**config.mk**
```make
export PLATFORM = sky130hd
export DESIGN_NAME = l2_cache_update
export DESIGN_NICKNAME = d
export VERILOG_FILES = /design/src/source/l2_pkg.sv /design/src/source/l2_cache_update.sv
export VERILOG_INCLUDE_DIRS = /design/src /design/src/source
export SDC_FILE = /design/constraint.sdc
export NUM_CORES = 1
export LEC_CHECK = 0
export BUFFER_PORTS_ARGS = -buffer_cell sky130_fd_sc_hd__buf_2
export CORE_AREA = 2 2 512 514
export DETAILED_ROUTE_END_ITERATION = 7
export DIE_AREA = 0 0 514 516
export GPL_TIMING_DRIVEN = 1
export PLACE_DENSITY_LB_ADDON = 0.05
export SLEW_MARGIN = 20
export SYNTH_ARGS = -nofsm -noshare
export SYNTH_HDL_FRONTEND = slang
export SYNTH_SLANG_ARGS = --single-unit
```
**constraint.sdc**
```tcl
create_clock -name clk -period 1.8 [get_ports clk]
set_clock_uncertainty 0.1 [all_clocks]
set_input_delay 0.18 -clock clk [delete_from_list [all_inputs] [get_ports clk]]
set_output_delay 0.18 -clock clk [all_outputs]
set_load 0.02 [all_outputs]
```
**src/source/l2_defines.svh**
```systemverilog
// Sizes are fixed at 4 ways, 16 sets and 16-byte lines; set and way counts must be powers of two
`ifndef L2_DEFINES_SVH
`define L2_DEFINES_SVH

`default_nettype none

// Associativity and number of sets in the single bank
`define L2_WAYS 4
`define L2_SETS 16

// Bytes held by one cache line
`define CACHE_LINE_BYTES 16

// Requests carry line addresses, not byte addresses
`define L2_ADDR_WIDTH 26

// Identify the requesting core and the request within that core
`define CORE_ID_WIDTH 2
`define REQ_ID_WIDTH 2

// Derived index widths
`define L2_SET_BITS $clog2(`L2_SETS)
`define L2_WAY_BITS $clog2(`L2_WAYS)

// Tag holds the line address bits above the set index
`define L2_TAG_WIDTH (`L2_ADDR_WIDTH - `L2_SET_BITS)

`default_nettype wire

`endif

```
**src/source/l2_pkg.sv**
```systemverilog
// Request and response encodings are 3 bits wide; only five kinds of each are defined
`include "l2_defines.svh"

`default_nettype none

package l2_pkg;

	// Kinds of request a core may send
	typedef enum logic [2:0]
	{
		L2REQ_LOAD,
		L2REQ_STORE,
		L2REQ_FLUSH,
		L2REQ_DINVALIDATE,
		L2REQ_IINVALIDATE
	} l2req_type_t;

	// Acknowledge kinds, one per request kind
	typedef enum logic [2:0]
	{
		L2RSP_LOAD_ACK,
		L2RSP_STORE_ACK,
		L2RSP_FLUSH_ACK,
		L2RSP_DINVALIDATE_ACK,
		L2RSP_IINVALIDATE_ACK
	} l2rsp_type_t;

	// Line payload, byte 0 in the low bits
	typedef logic [`CACHE_LINE_BYTES * 8 - 1:0] cache_line_t;

	// One enable per byte of the line
	typedef logic [`CACHE_LINE_BYTES - 1:0] store_mask_t;

	// Address fields
	typedef logic [`L2_TAG_WIDTH - 1:0] l2_tag_t;
	typedef logic [`L2_SET_BITS - 1:0] l2_set_t;
	typedef logic [`L2_WAY_BITS - 1:0] l2_way_t;

	// Per-way state kept in the tag array
	typedef struct packed
	{
		logic valid;
		logic dirty;
		l2_tag_t tag;
	} tag_entry_t;

endpackage

`default_nettype wire

```
**src/source/l2_cache_update.sv**
```systemverilog
// Data write is combinational in the lookup cycle; response, miss and writeback are one-cycle pulses
`include "l2_defines.svh"

`timescale 1ns/1ps
`default_nettype none

module l2_cache_update
	import l2_pkg::*;
(
	input logic clk,
	input logic reset,

	// From the tag stage
	input logic tr_valid,
	input l2req_type_t tr_type,
	input logic [`CORE_ID_WIDTH - 1:0] tr_core,
	input logic [`REQ_ID_WIDTH - 1:0] tr_id,
	input logic [`L2_ADDR_WIDTH - 1:0] tr_address,
	input store_mask_t tr_store_mask,
	input cache_line_t tr_data,
	input logic tr_is_fill,
	input cache_line_t tr_fill_data,
	input logic tr_hit,
	input l2_way_t tr_way,
	input logic tr_victim_valid,
	input logic tr_victim_dirty,
	input l2_tag_t tr_victim_tag,

	// From the data array
	input cache_line_t [`L2_WAYS - 1:0] way_lines,

	// Data array write
	output logic data_write_en,
	output l2_set_t data_write_set,
	output l2_way_t data_write_way,
	output cache_line_t data_write_line,

	// Response to the core
	output logic rsp_valid,
	output l2rsp_type_t rsp_type,
	output logic [`CORE_ID_WIDTH - 1:0] rsp_core,
	output logic [`REQ_ID_WIDTH - 1:0] rsp_id,
	output logic [`L2_ADDR_WIDTH - 1:0] rsp_address,
	output cache_line_t rsp_data,

	// Miss request to memory
	output logic miss_valid,
	output logic [`L2_ADDR_WIDTH - 1:0] miss_address,

	// Dirty line leaving the cache
	output logic wb_valid,
	output logic [`L2_ADDR_WIDTH - 1:0] wb_address,
	output cache_line_t wb_data
);

	cache_line_t old_line;
	cache_line_t base_line;
	cache_line_t merged_line;
	logic is_store;
	logic send_rsp;
	logic send_miss;
	logic send_wb;
	l2rsp_type_t rsp_kind;
	l2_set_t tr_set;

	assign tr_set = tr_address[`L2_SET_BITS - 1:0];
	assign is_store = tr_type == L2REQ_STORE;

	// Line currently in the selected way, also the writeback payload
	assign old_line = way_lines[tr_way];
	assign base_line = tr_is_fill ? tr_fill_data : old_line;

	// Byte merge of the store data
	always_comb
	begin
		merged_line = base_line;
		if (is_store)
		begin
			for (int b = 0; b < `CACHE_LINE_BYTES; b++)
			begin
				if (tr_store_mask[b])
					merged_line[b * 8 +: 8] = tr_data[b * 8 +: 8];
			end
		end
	end

	// Fills always install, stores only on hit
	assign data_write_en = tr_valid && (tr_is_fill || (tr_hit && is_store));
	assign data_write_set = tr_set;
	assign data_write_way = tr_way;
	assign data_write_line = merged_line;

	// Ack kind follows the request, fills keep their original kind
	always_comb
	begin
		case (tr_type)
			L2REQ_LOAD: rsp_kind = L2RSP_LOAD_ACK;
			L2REQ_STORE: rsp_kind = L2RSP_STORE_ACK;
			L2REQ_FLUSH: rsp_kind = L2RSP_FLUSH_ACK;
			L2REQ_DINVALIDATE: rsp_kind = L2RSP_DINVALIDATE_ACK;
			L2REQ_IINVALIDATE: rsp_kind = L2RSP_IINVALIDATE_ACK;
			default: rsp_kind = L2RSP_LOAD_ACK;
		endcase
	end

	// Only load and store misses wait for memory
	assign send_miss = tr_valid && !tr_is_fill && !tr_hit
		&& (tr_type == L2REQ_LOAD || is_store);

	// Hits, fills and maintenance requests answer at once
	assign send_rsp = tr_valid && (tr_is_fill || tr_hit || tr_type == L2REQ_FLUSH
		|| tr_type == L2REQ_DINVALIDATE || tr_type == L2REQ_IINVALIDATE);

	// Dirty victim on a fill, or a dirty line hit by a flush
	assign send_wb = tr_valid && tr_victim_valid && tr_victim_dirty
		&& (tr_is_fill || (tr_hit && tr_type == L2REQ_FLUSH));

	always_ff @(posedge clk, posedge reset)
	begin
		if (reset)
		begin
			rsp_valid <= 1'b0;
			miss_valid <= 1'b0;
			wb_valid <= 1'b0;
		end
		else
		begin
			rsp_valid <= send_rsp;
			miss_valid <= send_miss;
			wb_valid <= send_wb;
		end
	end

	// Payloads qualified by the valid pulses above
	always_ff @(posedge clk)
	begin
		rsp_type <= rsp_kind;
		rsp_core <= tr_core;
		rsp_id <= tr_id;
		rsp_address <= tr_address;
		rsp_data <= (tr_hit || tr_is_fill) ? merged_line : '0;
		miss_address <= tr_address;
		// Victim address rebuilt from its tag and this set
		wb_address <= {tr_victim_tag, tr_set};
		wb_data <= old_line;
	end

	// A request is either answered or sent to memory, never both
	rsp_or_miss: assert property (
		@(posedge clk) disable iff (reset)
		!(rsp_valid && miss_valid))
		else $error("l2_cache_update response and miss together");

endmodule

`default_nettype wire

```
; Yosys cells after proc, flatten, opt, wreduce, memory -nomap -nowiden
; Index checks and enable logic that the tools add are counted.
[op_classes]
n_addsub = 0
mul = 0
div = 0
magnitude_cmp = 1
eq_ne = 4
n_shift = 0
muxes = 21
n_bitwise = 0
reduce_logical = 20
[ops]
columns = cell, n
row1 = 128-bit two-way mux, 3
row2 = 128-bit binary-select mux with 2-bit select, 1
row3 = 8-bit two-way mux, 16
row4 = 3-bit case mux with 4 select lines, 1
row5 = 1-bit logical AND, 10
row6 = 1-bit logical OR, 7
row7 = "3-bit by 2-bit == test with 1-bit output, second input constant", 2
row8 = "3-bit by 1-bit == test with 1-bit output, second input constant", 1
row9 = "3-bit == test, second input constant", 1
row10 = 3-bit logical NOT, 1
row11 = "2-bit by 3-bit less-than comparator with 1-bit output, second input constant", 1
row12 = 1-bit logical NOT, 2
[word_totals]
regBits = 318
latchBits = 0
ram_bits = 0
rom_bits = 0
inputBits = 848
output_inout_bits = 479
wordCells = 56
mem_count = 0

; Logic depth before layout (Yosys ltp)
; Gate-level depths: netlist (run 1).
[depth]
depth_word = 5
ltp_mapped = 6
mapped_depth_nobuf = 3

; Worst setup path after synthesis (run 1)
; No wires, ideal clock.
[synth_path]
path_kind = input to output
start = input port tr_way[0]
end = output port data_write_line[103]
arrival_ns = 1.357
required_ns = 1.520
setup_slack_ns = 0.163
cell_stages = 5
n_path_buf = 2
cell_sequence = buf_6 > buf_6 > mux4_2 > nor3_2 > nor2_1
[synth_via]
elab_chain_cells = 5
[synth_lines]
columns = item, line_no
row1 = start: declaration, l2_cache_update.sv:24  ; input l2_way_t tr_way,
row2 = 128-bit binary-select mux with 2-bit select (*), l2_cache_update.sv:70  ; assign old_line = way_lines[tr_way];
row3 = 128-bit two-way mux (not written as such) (*), l2_cache_update.sv:70
row4 = named net old_line[103], l2_cache_update.sv:56  ; cache_line_t old_line;
row5 = 128-bit two-way mux (*), l2_cache_update.sv:71  ; assign base_line = tr_is_fill ? tr_fill_data : old_line;
row6 = 8-bit two-way mux, l2_cache_update.sv:81  ; if (tr_store_mask[b])
row7 = 128-bit two-way mux (*), l2_cache_update.sv:77  ; if (is_store)
row8 = end: declaration, l2_cache_update.sv:36  ; output cache_line_t data_write_line,
; Mark *: on every way through the listed nets, which the timed path passes. The rest lies on a longest branch. The select of a mux whose other input is x is not followed.

; Worst setup path in the final report (run 1)
[layout_path]
start = input port tr_way[0]
end = output port data_write_line[119]
; The elaborated chain is that of the path after synthesis.

==> results of run 1 <==
-- kinds of logic (layout without fill, tap and decap cells) --
kind of cell,count (synthesis),after routing,share of synthesized area
AND/OR/NAND/NOR,537,537,0.211
flip-flops,314,314,0.426
multiplexers,256,256,0.286
buffers and inverters,145,2551,0.0750
AO/OA/AOI/OAI,3,3,0.00161
other,0,47,0
-- flip-flops by register name, indices dropped and copies added, names as in the netlist --
name          cells
miss_address     22
miss_valid        1
rsp_core          2
rsp_data        128
rsp_id            2
rsp_type          3
rsp_valid         1
wb_address       26
wb_data         128
wb_valid          1
-- critical path, delay by kind of cell --
family        cells  cell delay (ps)
buf+inv           6              790
mux               1              530
simple gates      2              240
-- layer usage --
metal,up-vias,track usage
met5,-,0
met4,52,0.0330
met3,241,0.0441
met2,1010,0.234
met1,9481,0.120
li1,9362,-
-- synth_stat cells --
cell      number
buf_2         33
clkbuf_2       1
nor3_2        59
nor3b_1        1
nor2_1       132
nand2b_1     128
nor2b_1        2
nor4bb_1       1
nor3_1       197
buf_12         7
clkbuf_1      25
a31oi_1        2
and3_1         1
inv_1          2
dfrtp_1        3
dfxtp_1      311
buf_6         32
mux4_2       108
and4bb_2      13
nor4bb_4       2
mux4_1        20
o41a_1         1
nand3_1        1
mux2i_1      128
buf_4         45
-- power breakdown --
group / switching [mW] / internal (mW) / leakage (nW)
Clock: 4.66 / 6.74 / 0.903
Combinational: 5.11 / 4.89 / 13.6
Sequential: 0.297 / 7.67 / 2.66
Total: 10.1 / 19.3 / 17.2
-- cell type report --
type                            count  area share
Inverter                            2    0.000192
Antenna cell                       47     0.00301
Multi-Input combinational cell    796       0.218
Timing Repair Buffer             2448       0.461
Sequential cell                   314       0.162
Clock inverter                     17     0.00535
Clock buffer                       84      0.0416
Tap cell                         3402       0.109
-- timing repair --
| action | 4_1_cts | 5_1_grt |
|---|---|---|
| endpoints found under the setup margin | 152 | 130 |
| endpoints found under the hold margin | 311 | 0 |
| setup buffers | 105 | 35 |
| hold buffers | 487 | 0 |
| gates cloned | 9 | 1 |
| pin swaps | 27 | 41 |
| gates resized for setup | 306 | 152 |
-- cells in the final DEF, fill, tap and decap left out, types with 4 or more instances in the layout --
| cell | synthesis | layout |
|---|---|---|
| buf_2 | 33 | 1247 |
| bufinv_16 | 0 | 4 |
| nand2b_1 | 128 | 128 |
| buf_8 | 0 | 12 |
| clkinv_2 | 0 | 9 |
| mux2i_2 | 0 | 15 |
| nor2_2 | 0 | 23 |
| and4bb_2 | 13 | 11 |
| mux2i_1 | 128 | 101 |
| nor3_2 | 59 | 50 |
| nor2_1 | 132 | 100 |
| dlygate4sd3_1 | 0 | 487 |
| buf_4 | 45 | 567 |
| clkbuf_16 | 0 | 57 |
| mux2i_4 | 0 | 12 |
| nor3_1 | 197 | 126 |
| dfxtp_2 | 0 | 14 |
| clkbuf_8 | 0 | 14 |
| clkbuf_1 | 25 | 15 |
| nor2_4 | 0 | 9 |
| mux4_2 | 108 | 126 |
| nor3_4 | 0 | 80 |
| buf_12 | 7 | 68 |
| dfxtp_1 | 311 | 297 |
| diode_2 | 0 | 47 |
| buf_6 | 32 | 46 |
| buf_16 | 0 | 15 |
-- worst min-delay path by stage --
| stage | depth (start not counted) | startpoint | endpoint | slack (ps) |
|---|---|---|---|---|
| after floorplan | 1 | reset | miss_valid$_DFF_PP0_ | -170 |
| after global placement | 2 | reset | rsp_valid$_DFF_PP0_ | -20 |
| after detailed placement | 2 | reset | rsp_valid$_DFF_PP0_ | -20 |
| after CTS | 5 | tr_data[32] | rsp_data[32]$_SDFF_PN0_ | 1 |
| after global routing | 3 | way_lines[256] | wb_data[0]$_DFF_P_ | 2 |
| final | 3 | way_lines[256] | wb_data[0]$_DFF_P_ | 30 |
-- metrics by stage --
stage	setup TNS, ps	utilization	worst slack, ps	power, mW
final	-23980	0.151	-304	29.4
after global routing	-32850	0.150	-374	31.1
after CTS	-28690	0.147	-361	30.3
after detailed placement	-55750	0.112	-495	16.2
after global placement	-56290	0.112	-521	16.3
after floorplan	0	-	163	11.1
==> results.sh, run 1 <==
export IMPL_status="finished, violations left"
export IMPL_violations="negative setup slack"
export IMPL_worstSetupStartpoint="tr_way[0]"
export IMPL_finalCritPeriodShare=1.17
export IMPL_hp_class="in -> reg"
export IMPL_synthCells=1255
export IMPL_layout_min_cycle_time_ps=2100
export IMPL_fin_cells=7110
export IMPL_drc=0
export IMPL_wl_per_cell_um=23.6
export IMPL_cts_sinks=314
export IMPL_crit_path_start_kind="input pin"
export IMPL_crit_type="in -> out"
export IMPL_numPortBuffers=1326
export IMPL_nets=4465
export IMPL_power_density_mw_per_mm2=752
export IMPL_crit_path_max_incr_delay_ps=530
export IMPL_drt_iter0_markers=562
export IMPL_rsz0062_at_grt="true"
export IMPL_core_area_mm2=0.259
export IMPL_ant_nets=0
export IMPL_root_buffer="clkbuf_16"
export IMPL_syn2layout_area_growth_pct=164
export IMPL_dp_hpwl_um=140000
export IMPL_crit_required_ps=1520
export IMPL_cts_buffers=55
export IMPL_top_layer_used="met5"
export IMPL_cts_tree="done"
export IMPL_die_y_um=516
export IMPL_slew_headroom=0.711
export IMPL_dpl_cell_area_mm2=0.0291
export IMPL_multi_input_area_mm2=0.00853
export IMPL_cp_slowest_cell="mux4_2"
export IMPL_drive_gt1_frac=0.653
export IMPL_cp_end_kind="output port"
export IMPL_grt_max_degree=43
export IMPL_grt_pass1_wl_um=214000
export IMPL_final_area_mm2=0.0391
export IMPL_viasPerCell=2.83
export IMPL_grt_use_total=0.121
export IMPL_gp_congestion=0.764
export IMPL_fin_hold_ws_ps=28.6
export IMPL_htree_levels=2
export IMPL_path_clk_slew_ps=50
export IMPL_ys_seq_area_frac=0.426
export IMPL_vias=20100
export IMPL_endpoint="data_write_line[119]"
export IMPL_gr_total_overflow=0
export IMPL_synthTopCellsByArea="dfxtp_1 42%, mux4_2 16%, mux2i_1 8.7%"
export IMPL_antenna_found_initial=110
export IMPL_yosysTopAreaCellShare=0.421
export IMPL_ios=1327
export IMPL_setup_viol=132
export IMPL_rows=187
export IMPL_hold_viol=0
export IMPL_clock_path_buffers=3
export IMPL_initial_core_util=0.0571
export IMPL_place_inst=6337
export IMPL_wl_met2_um=89800
export IMPL_regArea_mm2=0.00632
export IMPL_syn_num_nets=2103
export IMPL_tightest_slew_ps=433
export IMPL_fin_ws_ps=-304
export IMPL_postSynthAreaPerCell_um2=11.8
export IMPL_netlist_area_mm2=0.0148
export IMPL_nFillCells=29700
export IMPL_critPathArrivalTime_ps=1820
export IMPL_synthDistinctLibCells=25
export IMPL_dr_pass1_iters=6
export IMPL_worst_ir_drop_vdd_mv=0.698
export IMPL_die_w_um=514
export IMPL_fp_dieArea_mm2=0.265
export IMPL_drt_met1_wl_um=58000
export IMPL_crit_chain="buf_16 -> buf_16 -> buf_12 -> buf_6 -> buf_6 -> mux4_2 -> nor3_4 -> nor2_1 -> buf_4"
export IMPL_path_max_fanout=8
export IMPL_finalMaxSlewViolations=0
export IMPL_maxClockFrequency_ghz=0.475
export IMPL_routed_wl_met3_um=14500
export IMPL_synth_area_leader_cell="dfxtp_1"
export IMPL_wirelength_um=167000
export IMPL_ys_ff_latch=314
export IMPL_yosysWarnings=0
export IMPL_leakage_nw=17.2
export IMPL_cap_viol_max_count=0
export IMPL_grt_pass1_vias=22300
Note: power is estimated with default switching activity, not from simulation.
==> inputs of run 2 (changes only) <==
clock period = 2.11 ns   (was 1.8 ns; I/O delays follow)
==> results.sh, run 2 (same netlist as run 1, synthesis figures left out) <==
export IMPL_fp_dieArea_mm2=0.265
export IMPL_comb_power_share=0.323
export IMPL_dp_hpwl_um=138000
export IMPL_rsz0062_at_grt="true"
export IMPL_wl_per_cell_um=23.4
export IMPL_grt_pass1_wl_um=208000
export IMPL_cap_viol_max_count=0
export IMPL_crit_required_ps=1800
export IMPL_slew_headroom=0.728
export IMPL_power_switching_mw=8.51
export IMPL_path_clk_slew_ps=60
export IMPL_cts_sinks=314
export IMPL_grt_max_degree=32
export IMPL_ant_nets=0
export IMPL_die_y_um=516
export IMPL_numPortBuffers=1326
export IMPL_fin_hold_ws_ps=66.9
export IMPL_grt_busiest_layer="met2"
export IMPL_grtUsageMet2=0.225
export IMPL_initial_core_util=0.0571
export IMPL_cpLargestDelayFamily="buffers and inverters"
export IMPL_drc=0
export IMPL_layout_min_cycle_time_ps=2190
export IMPL_core_area_mm2=0.259
export IMPL_leakage_nw=16.5
export IMPL_violations="negative setup slack"
export IMPL_crit_path_start_kind="input pin"
export IMPL_top_regs="rsp_data: 128 flops, wb_data: 128 flops, wb_address: 26 flops"
export IMPL_worst_ir_drop_vdd_mv=0.573
export IMPL_antenna_found_initial=88
export IMPL_ios=1327
export IMPL_dr_pass1_iters=4
export IMPL_power_frac_clock=0.404
export IMPL_clock_path_buffers=3
export IMPL_grt_pass1_vias=21700
export IMPL_maxClockFrequency_ghz=0.457
export IMPL_mostFrequentLayoutCells="1292 x buf_2, 490 x dlygate4sd3_1, 435 x buf_4"
export IMPL_vias=19600
export IMPL_cts_tree="done"
export IMPL_rows=187
export IMPL_finalCritPeriodShare=1.04
export IMPL_power_density_mw_per_mm2=665
export IMPL_path_max_fanout=14
export IMPL_die_w_um=514
export IMPL_grt_use_total=0.117
export IMPL_holdPathStages=5
export IMPL_gr_total_overflow=0
export IMPL_htree_levels=2
export IMPL_gr_usage_met3=0.0460
export IMPL_use_met1=0.115
export IMPL_syn2layout_area_growth_pct=152
export IMPL_tightest_slew_ps=397
export IMPL_finalMaxSlewViolations=0
export IMPL_root_buffer="clkbuf_16"
export IMPL_critPathArrivalTime_ps=1870
export IMPL_wirelength_um=163000
export IMPL_crit_path_max_incr_delay_ps=550
export IMPL_fin_ws_ps=-75.9
export IMPL_min_to="rsp_data[10]$_SDFF_PN0_"
export IMPL_gp_congestion=0.776
export IMPL_setup_viol=18
export IMPL_drt_iter0_markers=471
export IMPL_cp_end_kind="output port"
export IMPL_status="finished, violations left"
export IMPL_mostFrequentLayoutCell="buf_2"
export IMPL_cp_buffers_inverters=4
export IMPL_worstSetupStartpoint="tr_way[0]"
export IMPL_nets=4341
export IMPL_setup_tns_ps=-351
export IMPL_switching_share=0.343
export IMPL_drive_gt1_frac=0.629
export IMPL_seqPwrFrac=0.273
export IMPL_cp_slowest_cell="mux4_2"
export IMPL_crit_type="in -> out"
export IMPL_cts_buffers=56
export IMPL_crit_chain="buf_12 -> buf_16 -> bufbuf_16 -> mux4_2 -> nor3_4 -> nor2_2 -> buf_2"
export IMPL_hold_start="tr_fill_data[10]"
export IMPL_hold_viol=0
export IMPL_hp_class="in -> reg"
export IMPL_power_internal_mw=16.3
export IMPL_viasPerCell=2.81
-- run 2: cell types whose count changed in the layout (fill, tap and decap cells not counted), moves of 14 or more --
| cell | previous run | this run |
|---|---|---|
| buf_12 | 68 | 51 |
| buf_2 | 1247 | 1292 |
| buf_4 | 567 | 435 |
| buf_6 | 46 | 21 |
| dfxtp_1 | 297 | 311 |
| dfxtp_2 | 14 | 0 |
| diode_2 | 47 | 31 |
| dlymetal6s4s_1 | 0 | 16 |
| nor2_1 | 100 | 115 |
| nor3_2 | 50 | 68 |
| nor3_4 | 80 | 59 |
-- run 2: worst max path at each step --
stage                                end  depth (start not counted)
floorplan           data_write_line[103]                          5
global route         data_write_line[34]                          7
CTS                   data_write_line[0]                          7
global placement     data_write_line[94]                          7
finish               data_write_line[34]                          7
detailed placement   data_write_line[94]                          7
-- run 2: timing repair --
| item | in CTS | in global routing |
|---|---|---|
| setup endpoints to repair | 112 | 105 |
| hold buffers | 506 | 0 |
| setup buffers | 35 | 35 |
| hold endpoints to repair | 311 | 0 |
| cloned | 1 | 4 |
| gates resized for setup | 108 | 183 |
| pin swaps | 2 | 33 |
-- run 2: area by class of cell --
class	count	area, um2
Timing Repair Buffer	2323	16500
Inverter	2	7.51
Clock buffer	74	1620
Sequential cell	314	6300
Fill cell	29800	222000
Antenna cell	31	77.6
Clock inverter	28	295
Tap cell	3402	4260
Multi-Input combinational cell	796	8270
-- run 2: per-layer routing --
metal  wire length [um]  vias to the layer above
met2              87400                      982
met5                273                        -
met4               4840                       46
li1                   -                     9076
met1              55800                     9259
met3              15000                      218
-- run 2: stage by stage --
stage | area, um2 | util | instances | setup WS, ps | power [mW]
2_1_floorplan | 14800 | - | 1255 | 411 | 9.49
3_3_place_gp | 28400 | 0.110 | 6259 | -304 | 13.8
3_5_place_dp | 28400 | 0.110 | 6259 | -287 | 13.7
4_1_cts | 36100 | 0.139 | 6903 | -133 | 25.6
5_1_grt | 37300 | 0.144 | 6947 | -130 | 26.3
6_report | 37300 | 0.144 | 6970 | -75.9 | 24.8
-- run 2: power by group through the flow --
stage	combinational [mW]	sequential [mW]	clock [mW]
floorplan	1.91	7.58	0
global placement	6.82	6.94	0
detailed placement	6.75	6.94	0
CTS	8.02	6.82	10.8
global route	8.61	6.84	10.9
finish	8.01	6.78	10.0
